`src/common/spi_params.svh`:
```
/*
  build constants for the spi hub
  frame width, routed peripheral count and pin synchronizer depth
*/

`ifndef SPI_PARAMS_SVH
`define SPI_PARAMS_SVH

// bits per spi_cs frame, 4 address bits then 12 payload bits
`define SPI_FRAME_BITS 16

// downstream peripherals reachable through the cs2 passthrough
`define SPI_NUM_PERIPH 8

// flops per spi pin into the clk domain
`define SPI_SYNC_STAGES 2

`endif

```
`src/common/spi_pkg.sv`:
```
/*
  frame-level types for the spi_cs register path
  a frame is addr followed by a payload that decodes as value or as masks
*/

`include "spi_params.svh"

package spi_pkg;

  // register address field
  typedef logic [3:0] spi_addr_t;

  // payload and readback data word
  typedef logic [`SPI_FRAME_BITS-5:0] spi_data_t;

  // mask view of the payload
  // set and clear share a bit -> that bit toggles
  typedef struct packed {
    logic [3:0] rsvd;
    logic [3:0] set_mask;
    logic [3:0] clr_mask;
  } spi_mask_t;

  // same payload bits, two decodes
  // plain registers use value, led / out_en use masks
  typedef union packed {
    spi_data_t value;
    spi_mask_t masks;
  } spi_payload_u;

  // msb goes out first, so addr is the first nibble on the wire
  typedef struct packed {
    spi_addr_t    addr;
    spi_payload_u payload;
  } spi_frame_t;

endpackage

```
`src/common/regmap_pkg.sv`:
```
/*
  register map of the hub
  addresses, reset values and the register file struct used by reg_bank
*/

`include "spi_params.svh"

package regmap_pkg;

  // unlisted addresses are ignored on write and read back as zero
  typedef enum logic [3:0] {
    REG_LED     = 4'd1,
    REG_SPI_MUX = 4'd2,
    REG_OUT_EN  = 4'd3,
    REG_CS_POL  = 4'd4
  } reg_addr_e;

  // led and out_en are mask registers, the others plain
  typedef struct packed {
    logic [3:0]                 led;
    logic [7:0]                 spi_mux;
    logic [3:0]                 out_en;
    logic [`SPI_NUM_PERIPH-1:0] cs_pol;
  } regfile_t;

  // mux 0 selects nothing, pol 0 gives active low strobes
  localparam logic [3:0]                 LED_RST     = 4'h0;
  localparam logic [7:0]                 SPI_MUX_RST = 8'h00;
  localparam logic [3:0]                 OUT_EN_RST  = 4'h0;
  localparam logic [`SPI_NUM_PERIPH-1:0] CS_POL_RST  = '0;

  localparam regfile_t REGFILE_RST = '{
    led:     LED_RST,
    spi_mux: SPI_MUX_RST,
    out_en:  OUT_EN_RST,
    cs_pol:  CS_POL_RST
  };

endpackage

```
`src/common/spi_if.sv`:
```
/*
  internal buses of the spi_cs register path
  spi_sample_if carries synchronized pins and edge strobes
  spi_frame_if carries committed frames and the readback word
*/

`timescale 1ns/1ps

// sampler -> shifter, all strobes are single clk pulses
interface spi_sample_if;
  logic sclk_rise;
  logic sclk_fall;
  logic cs_start;
  logic cs_end;
  // level that is high while spi_cs is low
  logic cs_active;
  logic mosi;

  modport src (
    output sclk_rise, sclk_fall, cs_start, cs_end, cs_active, mosi
  );

  modport dst (
    input  sclk_rise, sclk_fall, cs_start, cs_end, cs_active, mosi
  );
endinterface

// shifter <-> reg_bank
interface spi_frame_if;
  import spi_pkg::*;

  logic       frame_valid;
  spi_frame_t frame;
  // address of the last committed frame
  spi_addr_t  rd_addr;
  // value of that register, combinational
  spi_data_t  rd_data;

  modport src (
    output frame_valid, frame, rd_addr,
    input  rd_data
  );

  modport dst (
    input  frame_valid, frame, rd_addr,
    output rd_data
  );
endinterface

```
`src/hw/spi_slave/spi_sampler.sv`:
```
/*
  brings the raw spi_cs bus pins into the clk domain
  strobes and levels all come out of one register stage, 3 clk after the pin
*/

`timescale 1ns/1ps
`include "spi_params.svh"

module spi_sampler (
  input  logic      clk,
  input  logic      rst,
  input  logic      spi_clk,
  input  logic      spi_cs,
  input  logic      spi_mosi,
  spi_sample_if.src smp
);

  localparam int SYNC_W = `SPI_SYNC_STAGES;

  // bit 0 takes the pin, top bit is the synchronized level
  logic [SYNC_W-1:0] clk_sync;
  logic [SYNC_W-1:0] cs_sync;
  logic [SYNC_W-1:0] mosi_sync;
  logic              clk_prev;
  logic              cs_prev;

  //////////////////////////////////////////////////
  // clock and chip select, edge detect

  always_ff @(posedge clk)
  begin
    if (rst)
    begin
      // cs idles high, sclk idles low in mode 0
      clk_sync      <= '0;
      cs_sync       <= '1;
      clk_prev      <= 1'b0;
      cs_prev       <= 1'b1;
      smp.sclk_rise <= 1'b0;
      smp.sclk_fall <= 1'b0;
      smp.cs_start  <= 1'b0;
      smp.cs_end    <= 1'b0;
      smp.cs_active <= 1'b0;
    end
    else
    begin
      clk_sync <= {clk_sync[SYNC_W-2:0], spi_clk};
      cs_sync  <= {cs_sync[SYNC_W-2:0], spi_cs};
      clk_prev <= clk_sync[SYNC_W-1];
      cs_prev  <= cs_sync[SYNC_W-1];
      smp.sclk_rise <= clk_sync[SYNC_W-1] & ~clk_prev;
      smp.sclk_fall <= ~clk_sync[SYNC_W-1] & clk_prev;
      // cs is active low, falling edge starts a frame
      smp.cs_start  <= ~cs_sync[SYNC_W-1] & cs_prev;
      smp.cs_end    <= cs_sync[SYNC_W-1] & ~cs_prev;
      smp.cs_active <= ~cs_sync[SYNC_W-1];
    end
  end

  //////////////////////////////////////////////////
  // data pin

  // same depth as the strobes so mosi lines up with sclk_rise
  always_ff @(posedge clk)
  begin
    mosi_sync <= {mosi_sync[SYNC_W-2:0], spi_mosi};
    smp.mosi  <= mosi_sync[SYNC_W-1];
  end

endmodule

```
`src/hw/spi_slave/frame_shifter.sv`:
```
/*
  spi_cs frame engine, mode 0 msb first
  shifts mosi in and commits full frames, shifts the readback word out on dout
*/

`timescale 1ns/1ps
`include "spi_params.svh"

module frame_shifter (
  input  logic      clk,
  input  logic      rst,
  spi_sample_if.dst smp,
  spi_frame_if.src  frm,
  output logic      dout
);

  import spi_pkg::*;

  localparam int FB    = `SPI_FRAME_BITS;
  // one spare bit so over-long frames never wrap back to FB
  localparam int CNT_W = $clog2(FB) + 1;

  logic [FB-1:0]    rx_q;
  logic [FB-1:0]    tx_q;
  logic [CNT_W-1:0] bit_cnt;
  logic             frame_ok;
  spi_frame_t       rx_frame;

  assign rx_frame  = spi_frame_t'(rx_q);
  assign frm.frame = rx_frame;

  // only exactly FB rising edges make a frame
  assign frame_ok = smp.cs_end && (bit_cnt == CNT_W'(FB));

  //////////////////////////////////////////////////
  // receive

  // rx_q holds still after cs_end until the next frame clocks in
  always_ff @(posedge clk)
  begin
    if (smp.cs_active && smp.sclk_rise)
      rx_q <= {rx_q[FB-2:0], smp.mosi};
  end

  always_ff @(posedge clk)
  begin
    if (rst)
      bit_cnt <= '0;
    else if (smp.cs_start)
      bit_cnt <= '0;
    // saturate
    else if (smp.cs_active && smp.sclk_rise && bit_cnt != '1)
      bit_cnt <= bit_cnt + 1'b1;
  end

  // commit happens one cycle after cs_end
  always_ff @(posedge clk)
  begin
    if (rst)
    begin
      frm.frame_valid <= 1'b0;
      frm.rd_addr     <= '0;
    end
    else
    begin
      frm.frame_valid <= frame_ok;
      // next frame reads back this address
      if (frame_ok)
        frm.rd_addr <= rx_frame.addr;
    end
  end

  //////////////////////////////////////////////////
  // transmit

  // load {addr, data} at frame start, msb is out before the first rising sclk
  // each falling sclk moves the next bit up
  always_ff @(posedge clk)
  begin
    if (smp.cs_start)
      tx_q <= {frm.rd_addr, frm.rd_data};
    else if (smp.cs_active && smp.sclk_fall)
      tx_q <= {tx_q[FB-2:0], 1'b0};
  end

  // low while not selected
  assign dout = smp.cs_active & tx_q[FB-1];

endmodule

```
`src/hw/reg_bank/reg_bank.sv`:
```
/*
  hub register bank, written by committed spi_cs frames
  led and out_en use set/clear/toggle masks, spi_mux and cs_pol take a value
*/

`timescale 1ns/1ps

module reg_bank (
  input  logic                clk,
  input  logic                rst,
  spi_frame_if.dst            frm,
  output regmap_pkg::regfile_t regs
);

  import spi_pkg::*;
  import regmap_pkg::*;

  spi_payload_u payload;
  reg_addr_e    wr_addr;
  reg_addr_e    rd_addr;

  assign payload = frm.frame.payload;
  assign wr_addr = reg_addr_e'(frm.frame.addr);
  assign rd_addr = reg_addr_e'(frm.rd_addr);

  // bits in both masks toggle and nothing else moves
  // otherwise set first, then clear, so clear wins
  function automatic logic [3:0] mask_update(
    input logic [3:0] cur,
    input logic [3:0] set_m,
    input logic [3:0] clr_m
  );
    logic [3:0] both;
    both = set_m & clr_m;
    if (both != 4'h0)
      return cur ^ both;
    else
      return (cur | set_m) & ~clr_m;
  endfunction

  //////////////////////////////////////////////////
  // write

  // takes effect the cycle after frame_valid
  always_ff @(posedge clk)
  begin
    if (rst)
      regs <= REGFILE_RST;
    else if (frm.frame_valid)
    begin
      case (wr_addr)
        REG_LED:
          regs.led <= mask_update(regs.led, payload.masks.set_mask,
                                  payload.masks.clr_mask);
        REG_OUT_EN:
          regs.out_en <= mask_update(regs.out_en, payload.masks.set_mask,
                                     payload.masks.clr_mask);
        // plain registers keep the low byte
        REG_SPI_MUX:
          regs.spi_mux <= payload.value[7:0];
        REG_CS_POL:
          regs.cs_pol <= payload.value[$bits(regs.cs_pol)-1:0];
        // unknown addresses are dropped
        default:
        begin
        end
      endcase
    end
  end

  //////////////////////////////////////////////////
  // readback

  // zero extended into the payload width
  always_comb
  begin
    frm.rd_data = '0;
    case (rd_addr)
      REG_LED:     frm.rd_data = spi_data_t'(regs.led);
      REG_SPI_MUX: frm.rd_data = spi_data_t'(regs.spi_mux);
      REG_OUT_EN:  frm.rd_data = spi_data_t'(regs.out_en);
      REG_CS_POL:  frm.rd_data = spi_data_t'(regs.cs_pol);
      default:     frm.rd_data = '0;
    endcase
  end

endmodule

```
`src/hw/spi_router.sv`:
```
/*
  cs2 passthrough to the downstream peripherals, purely combinational
  routes raw sclk, mosi and a polarity-adjusted strobe, muxes miso back
*/

`timescale 1ns/1ps
`include "spi_params.svh"

module spi_router (
  input  logic [7:0]                 spi_mux,
  input  logic [`SPI_NUM_PERIPH-1:0] cs_pol,
  input  logic                       spi_cs2,
  input  logic                       spi_clk,
  input  logic                       spi_mosi,
  input  logic                       dout,
  input  logic [`SPI_NUM_PERIPH-1:0] periph_miso,
  output logic [`SPI_NUM_PERIPH-1:0] periph_cs,
  output logic [`SPI_NUM_PERIPH-1:0] periph_clk,
  output logic [`SPI_NUM_PERIPH-1:0] periph_mosi,
  output logic                       spi_miso
);

  localparam int NP = `SPI_NUM_PERIPH;

  logic [NP-1:0] sel;
  logic [NP-1:0] cs_on;

  // mux value n picks peripheral n-1
  // 0 and anything past NP pick none
  always_comb
  begin
    sel = '0;
    for (int i = 0; i < NP; i++)
      sel[i] = (spi_mux == 8'(i + 1));
  end

  // cs2 is active low from the mcu
  assign cs_on = sel & {NP{~spi_cs2}};

  // pol bit 1 flips that line to an active high strobe, e.g. 4094 latch
  assign periph_cs = ~(cs_on ^ cs_pol);

  // unselected lines sit at 0
  assign periph_clk  = sel & {NP{spi_clk}};
  assign periph_mosi = sel & {NP{spi_mosi}};

  // cs2 idle means the mcu is talking to the hub itself
  assign spi_miso = spi_cs2 ? dout : |(sel & periph_miso);

endmodule

```
`src/hw/spi_hub_top.sv`:
```
/*
  spi peripheral hub top level
  spi_cs frames program the register bank, spi_cs2 passes the bus downstream
*/

`timescale 1ns/1ps
`include "spi_params.svh"

module spi_hub_top (
  input  logic                       clk,
  input  logic                       rst,
  input  logic                       spi_clk,
  input  logic                       spi_cs,
  input  logic                       spi_cs2,
  input  logic                       spi_mosi,
  input  logic [`SPI_NUM_PERIPH-1:0] periph_miso,
  output logic                       spi_miso,
  output logic [`SPI_NUM_PERIPH-1:0] periph_cs,
  output logic [`SPI_NUM_PERIPH-1:0] periph_clk,
  output logic [`SPI_NUM_PERIPH-1:0] periph_mosi,
  output logic [3:0]                 led,
  output logic [3:0]                 out_en
);

  import regmap_pkg::*;

  spi_sample_if smp ();
  spi_frame_if  frm ();

  regfile_t regs;
  // hub's own miso, before the cs2 mux
  logic     dout;

  //////////////////////////////////////////////////
  // register path, clk domain

  spi_sampler u_sampler (
    .clk      (clk),
    .rst      (rst),
    .spi_clk  (spi_clk),
    .spi_cs   (spi_cs),
    .spi_mosi (spi_mosi),
    .smp      (smp.src)
  );

  frame_shifter u_shifter (
    .clk  (clk),
    .rst  (rst),
    .smp  (smp.dst),
    .frm  (frm.src),
    .dout (dout)
  );

  reg_bank u_regs (
    .clk  (clk),
    .rst  (rst),
    .frm  (frm.dst),
    .regs (regs)
  );

  assign led    = regs.led;
  assign out_en = regs.out_en;

  //////////////////////////////////////////////////
  // passthrough, raw pins

  spi_router u_router (
    .spi_mux     (regs.spi_mux),
    .cs_pol      (regs.cs_pol),
    .spi_cs2     (spi_cs2),
    .spi_clk     (spi_clk),
    .spi_mosi    (spi_mosi),
    .dout        (dout),
    .periph_miso (periph_miso),
    .periph_cs   (periph_cs),
    .periph_clk  (periph_clk),
    .periph_mosi (periph_mosi),
    .spi_miso    (spi_miso)
  );

endmodule

```
`config.mk`:
```
export PLATFORM = sky130hd
export DESIGN_NAME = spi_hub_top
export DESIGN_NICKNAME = d
export VERILOG_FILES = /design/src/common/spi_pkg.sv /design/src/common/regmap_pkg.sv /design/src/common/spi_if.sv /design/src/hw/spi_slave/spi_sampler.sv /design/src/hw/spi_slave/frame_shifter.sv /design/src/hw/reg_bank/reg_bank.sv /design/src/hw/spi_router.sv /design/src/hw/spi_hub_top.sv
export VERILOG_INCLUDE_DIRS = /design/src /design/src/common
export SDC_FILE = /design/constraint.sdc
export NUM_CORES = 1
export LEC_CHECK = 0
export ABC_AREA = 1
export BUFFER_PORTS_ARGS = -buffer_cell sky130_fd_sc_hd__buf_2
export CAP_MARGIN = 20
export CORE_UTILIZATION = 50
export DETAILED_ROUTE_END_ITERATION = 7
export GPL_TIMING_DRIVEN = 0
export HOLD_SLACK_MARGIN = 0.08
export PLACE_DENSITY = 0.68
export SLEW_MARGIN = 15
export SYNTH_ARGS = -nofsm -noshare
export SYNTH_HDL_FRONTEND = slang
export SYNTH_HIERARCHICAL = 1
export SYNTH_SLANG_ARGS = --single-unit
```
`constraint.sdc`:
```
create_clock -name clk -period 2.39 [get_ports clk]
set_input_delay 0.717 -clock clk [delete_from_list [all_inputs] [get_ports clk]]
set_output_delay 0.717 -clock clk [all_outputs]
set_load 0.02 [all_outputs]
```
* Yosys cells after proc, flatten, opt, wreduce, memory -nomap -nowiden
Index checks and enable logic that the tools add are counted.
** Cells by class
- Eq/ne operators :: 18
- Reduce and logical (&&, ||, !) cells :: 12
- $add $sub $neg :: 1
- Mux-type cells :: 6
- Bitwise logic cells :: 24
** Operator list (count)
- $and 8x8->8 :: 4
- $eq 8x3->1 const B :: 4
- $mux 16 :: 2
- $pmux 8 s4 :: 1
- $eq 4x2->1 const B :: 4
- $eq 8x2->1 const B :: 2
- $and 4x4->4 :: 3
- $eq 4x1->1 const B :: 2
- $eq 4x3->1 const B :: 2
- $eq 8x1->1 const B :: 1
- $eq 8x4->1 const B :: 1
- $mux 4 :: 2
- $not 8->8 :: 1
- $or 4x4->4 :: 2
- $reduce_and 2->1 :: 4
- $reduce_or 8->1 :: 1
- $xor 4x4->4 :: 2
- $xor 8x8->8 :: 1
- $add 5x1->5 const B :: 1
- $and 1x1->1 :: 5
- $eq 5x5->1 const B :: 1
- $ne 5x5->1 const B :: 1
- $not 1->1 :: 5
- $logic_and 1x1->1 :: 4
- 5 further kinds :: 5
** Storage, ports and cells
- Word-level logic and storage cells :: 81
- Output and inout port bits :: 33
- Flip-flop bits (word level) :: 80
- Input port bits :: 14

* Logic depth before layout (Yosys ltp)
- Depth in word-level cells :: 4
- Mapped depth :: 10
- Gate-level depth less buffers :: 9

* Cells and area by module
The synthesis kept the hierarchy.
** By module, submodules not included
- frame_shifter :: sequential area each 1161.1 sq um, area each 1710.4 sq um, cells each 158, times used 1
- reg_bank :: sequential area each 480.5 sq um, area each 1524.0 sq um, cells each 223, times used 1
- spi_router :: sequential area each 0.0 sq um, area each 475.5 sq um, cells each 92, times used 1
- spi_sampler :: sequential area each 280.3 sq um, area each 359.1 sq um, cells each 33, times used 1

* Least setup slack after synthesis
Ideal clock, no wire load.
- Path kind :: input to output
- Start point :: input spi_cs2
- End point :: output periph_cs[4]
- Path buffers :: 0
- Stages :: 3
- Arrival :: 1.264 ns
- Path slack :: 0.409 ns
- Cells stage by stage :: inv_1 -> nand3_1 -> xor2_1
** Between the ends
- Word-level cells in the longest chain between the ends :: 4
** RTL lines
- start: declaration :: RTL line spi_hub_top.sv:14 : input logic spi_cs2,
- $not 1->1 :: RTL line spi_router.sv:38 : assign cs_on = sel & {NP{~spi_cs2}};
- $and 8x8->8 :: RTL line spi_router.sv:38
- $xor 8x8->8 :: RTL line spi_router.sv:41 : assign periph_cs = ~(cs_on ^ cs_pol);
- $not 8->8 :: RTL line spi_router.sv:41
- end: declaration :: RTL line spi_hub_top.sv:18 : output logic [`SPI_NUM_PERIPH-1:0] periph_cs,
Every way passes these cells.

* Worst setup path after layout
- Start point :: register u_regs/regs[12] (netlist name)
- End point :: output periph_cs[1]
** Between the ends
- Word-level cells in the longest chain between the ends :: 4
** RTL lines
- $eq 8x2->1 :: RTL line spi_router.sv:34 : sel[i] = (spi_mux == 8'(i + 1));
- $and 8x8->8 :: RTL line spi_router.sv:38
- $xor 8x8->8 :: RTL line spi_router.sv:41
- $not 8->8 :: RTL line spi_router.sv:41
Every way passes these cells.

==> impl_metrics.tcl <==
set metrics [dict create \
    critical-path-top-delay-family "simple AND/OR/NAND/NOR gates" \
    powerDensity_nw_per_um2 522 \
    relSlewSlack_pct 53.2 \
    drtPass1Iterations 5 \
    num_io_pins 47 \
    timing_worst_setup_path_type "flip-flop to output pin" \
    insertion_delay_to_the_later_sink_of_the_worst_skew_pair_ps 360 \
    detailedPlace.worstSlack_ps 211 \
    ctsLongestPathBuffers 2 \
    gp_congestion 0.887 \
    clock_tree_skew_after_final_layout_ps 14.5 \
    floorplan.die_area_um2 8500 \
    tritoncts "yes" \
    post_synth_instance_area_um2 4070 \
    crit_path_start_kind "flip-flop" \
    groute.usage.overall_pct 22.2 \
    cellLeakagePower_nw 1.99 \
    syn_inst 506 \
    synth_seq_cells 80 \
    placement.io_buffers 46 \
    crit_required_ps 1670 \
    layout_worst_path_cycle_share_pct 98.0 \
    timing.critical_path.cells "inv_1 -> nand2_1 -> nor2_2 -> nand2_2 -> nor2_2 -> xnor2_2 -> buf_4" \
    initial_core_util_pct 52.1 \
    rows 32 \
    worstPathArrival_ps 1620 \
    detail_route.wirelength_um 8900 \
    insertedDiodeCount 0 \
    max_freq_mhz 427 \
    final-max-slew-violation-count 0 \
    final_layout_size_suffix_gt1_share_pct 23.8 \
    clockRootBuffer "clkbuf_8" \
    dieWidth_um 92.2 \
    hold-path-endpoint "u_sampler/smp.mosi" \
    critical-path-top-cell-by-count "nor2_2" \
    worst_path_largest_cell_delay_ps 380 \
    routed-via-count 3399 \
    post_drt_wl_per_cell_um 13.2 \
    reg2reg_depth 4 \
    vias_per_cell 5.05 \
    detailedPlacementHpwl_um 6520 \
    setup_ws_ps 48.9 \
    yosysUniqueCellTypes 35 \
    grt_setup_unrepaired "true" \
    finalHoldViolCount 0 \
    fin_crit_ps 2340 \
    run_status "complete, no violations" \
    yosysSeqAreaShare_pct 47.2 \
    endpoint_kind "output pin" \
    nets 583 \
    cts-hold-fix-buffers 0 \
    setup_viol 0 \
    clock_sinks 80 \
    worstHoldStart "u_sampler/mosi_sync[1]" \
    reg2reg_slack_ps 790 \
    design.core.area_um2 7810 \
    synth.yosys.warnings 6 \
    vdd_drop_max_mv 0.303 \
    worst-slew-pin-transition_ps 701 \
    area_growth_pct 15.5 \
    hold_slack_ps 338 \
    drt_drc_violations_left 0 \
    route.antenna.remaining_nets 0 \
    worst_r2r_endpoint "u_shifter/tx_q[1]" \
    tritoncts.num_buffers 9 \
    cp_num_buf_inv 2 \
    clk_pin_slew_worst_paths_ps 90 \
    cts_setup_buffers 0 \
    grt_antenna_before_repair 0 \
    grt_first_pass_wirelength_um 14600 \
    drt_first_iter_violations 286 \
    drv_cap 0 \
    path_max_fanout 7 \
    cts_htree_levels 3 \
    layout.filler_cells 729 \
    min_path_cells 0 \
    die_extent_in_y_um 92.2 \
    slowest_stage "dfxtp_4" \
    fin_util_pct 60.2 \
    grt_max_degree 18 \
    post_synth.cell_area_avg_um2 8.04 \
    first_global_vias 3079 \
    timing.rr.start "u_sampler/smp.cs_start" \
    grt-ovfl-total 0 \
    setup_total_negative_slack_ps 0 \
    report.power.total_w 0.00245 \
    worst_hold_path_type "flip-flop to flip-flop" \
]
==> worst reg2reg max path, stage by stage, from the launching register on <==
cell and delay [ps]:
dfxtp_1 340, buf_6 160, inv_4 60, buf_4 170, nand2_1 500
==> metrics by stage <==
| stage | cells | area (um^2) |
|---|---|---|
| 6_report | 673 | 4700 |
| 5_1_grt | 673 | 4700 |
| 2_1_floorplan | 509 | 4080 |
| 4_1_cts | 673 | 4630 |
| 3_5_place_dp | 657 | 4440 |
| 3_3_place_gp | 657 | 4440 |
==> state kept, by name, indices dropped and copies added, names as in the netlist <==
signal and flops:
u_sampler/smp.cs_end 1, u_sampler/smp.cs_active 1, u_sampler/cs_prev 1, u_sampler/clk_sync 2
u_regs/regs 24, u_sampler/smp.cs_start 1, u_shifter/frm.frame 16, u_shifter/tx_q 16
u_shifter/frm.frame_valid 1, u_sampler/smp.sclk_fall 1, u_shifter/bit_cnt 5, u_sampler/smp.sclk_rise 1
u_shifter/frm.rd_addr 4, u_sampler/smp.mosi 1, u_sampler/cs_sync 2, u_sampler/mosi_sync 2
u_sampler/clk_prev 1
==> cells in the mapped netlist <==
| library cell | count | area (um^2) |
|---|---|---|
| nand2_2 | 9 | 56.3 |
| a21oi_1 | 17 | 85.1 |
| inv_2 | 7 | 26.3 |
| inv_1 | 58 | 218 |
| nor2_1 | 62 | 233 |
| nor3_4 | 3 | 48.8 |
| xnor2_1 | 4 | 35.0 |
| nand4_1 | 12 | 75.1 |
| clkbuf_1 | 2 | 7.51 |
| or2_4 | 1 | 8.76 |
| nand4_2 | 1 | 12.5 |
| nand2_4 | 3 | 33.8 |
| buf_6 | 3 | 33.8 |
| nor3_1 | 2 | 10.0 |
| conb_1 | 1 | 3.75 |
| nor2_4 | 3 | 33.8 |
| xor2_1 | 4 | 35.0 |
| nor2_2 | 3 | 18.8 |
| nand3_1 | 30 | 150 |
| a21boi_1 | 1 | 7.51 |
| nand2_1 | 151 | 567 |
| buf_12 | 1 | 20.0 |
| a211oi_2 | 8 | 100 |
| edfxtp_1 | 32 | 961 |
| o21ai_0 | 11 | 55.1 |
| dfxtp_1 | 48 | 961 |
| o22ai_1 | 4 | 25.0 |
| or2_1 | 2 | 12.5 |
| nor3_2 | 4 | 40.0 |
| inv_4 | 2 | 12.5 |
| nor2_8 | 2 | 40.0 |
| nand3_4 | 2 | 35.0 |
| or2_0 | 4 | 25.0 |
| buf_4 | 6 | 45.0 |
| ha_1 | 3 | 37.5 |
==> routing by layer <==
metal,GRT usage (%),up-vias,routed length [um]
met3,3.23,12,416
li1,-,1724,-
met5,0,-,0
met2,34.4,81,4200
met1,30.7,1582,4100
met4,10.0,0,191
==> logic make-up (layout without fill, tap and decap cells) <==
group                    Yosys count  after routing  synth area share (%)
AO/OA/AOI/OAI                     41             41                  6.70
XOR/XNOR                           8              8                  1.72
adder cells (fa/ha/maj)            3              3                 0.923
buffers and inverters             79            141                  8.92
flip-flops                        80             80                  47.2
other                              1              4                0.0922
AND/OR/NAND/NOR                  294            294                  34.4
==> worst max path at each step <==
| stage | cells after the start | slack [ps] | startpoint | to |
|---|---|---|---|---|
| floorplan | 3 | 410 | spi_cs2 | periph_cs[4] |
| global placement | 5 | 240 | spi_cs2 | periph_cs[4] |
| detailed placement | 5 | 210 | spi_cs2 | periph_cs[6] |
| CTS | 10 | 40 | u_regs/regs[15] | spi_miso |
| global route | 10 | -30 | u_regs/regs[15] | spi_miso |
| finish | 7 | 50 | u_regs/regs[12] | periph_cs[1] |
==> power by group <==
| part | internal, W | total, W | switching [W] |
|---|---|---|---|
| Clock | 0.000421 | 0.000957 | 0.000535 |
| Combinational | 0.0000237 | 0.0000687 | 0.0000450 |
| Sequential | 0.00142 | 0.00143 | 0.00000589 |
==> cells in the final DEF (no fill, tap or decap), types with 8 or more instances in the layout <==
cell type    n
nand2_1    147
nand2_2     13
nor2_1      55
edfxtp_1    32
dfxtp_1     44
nor2_2       9
o21ai_0     11
clkbuf_8    10
nand4_1     12
buf_2       40
a211oi_2     8
nand3_1     30
inv_1       58
buf_4       12
a21oi_1     17
==> cell type report <==
class / instances / area [um^2] / share of cell area [%]
Multi-Input combinational cell: 350 / 1850 / 39.3
Clock buffer: 10 / 138 / 2.93
Timing Repair Buffer: 46 / 245 / 5.22
Inverter: 67 / 256 / 5.46
Buffer: 12 / 106 / 2.26
Sequential cell: 80 / 1930 / 41.1
Tap cell: 102 / 128 / 2.72
Clock inverter: 6 / 48.8 / 1.04
==> repair_timing <==
action	CTS	global route
gates resized for setup	3	23
pin swaps	0	0
setup endpoints to repair	2	10
Power figures use the tool's default switching activity.
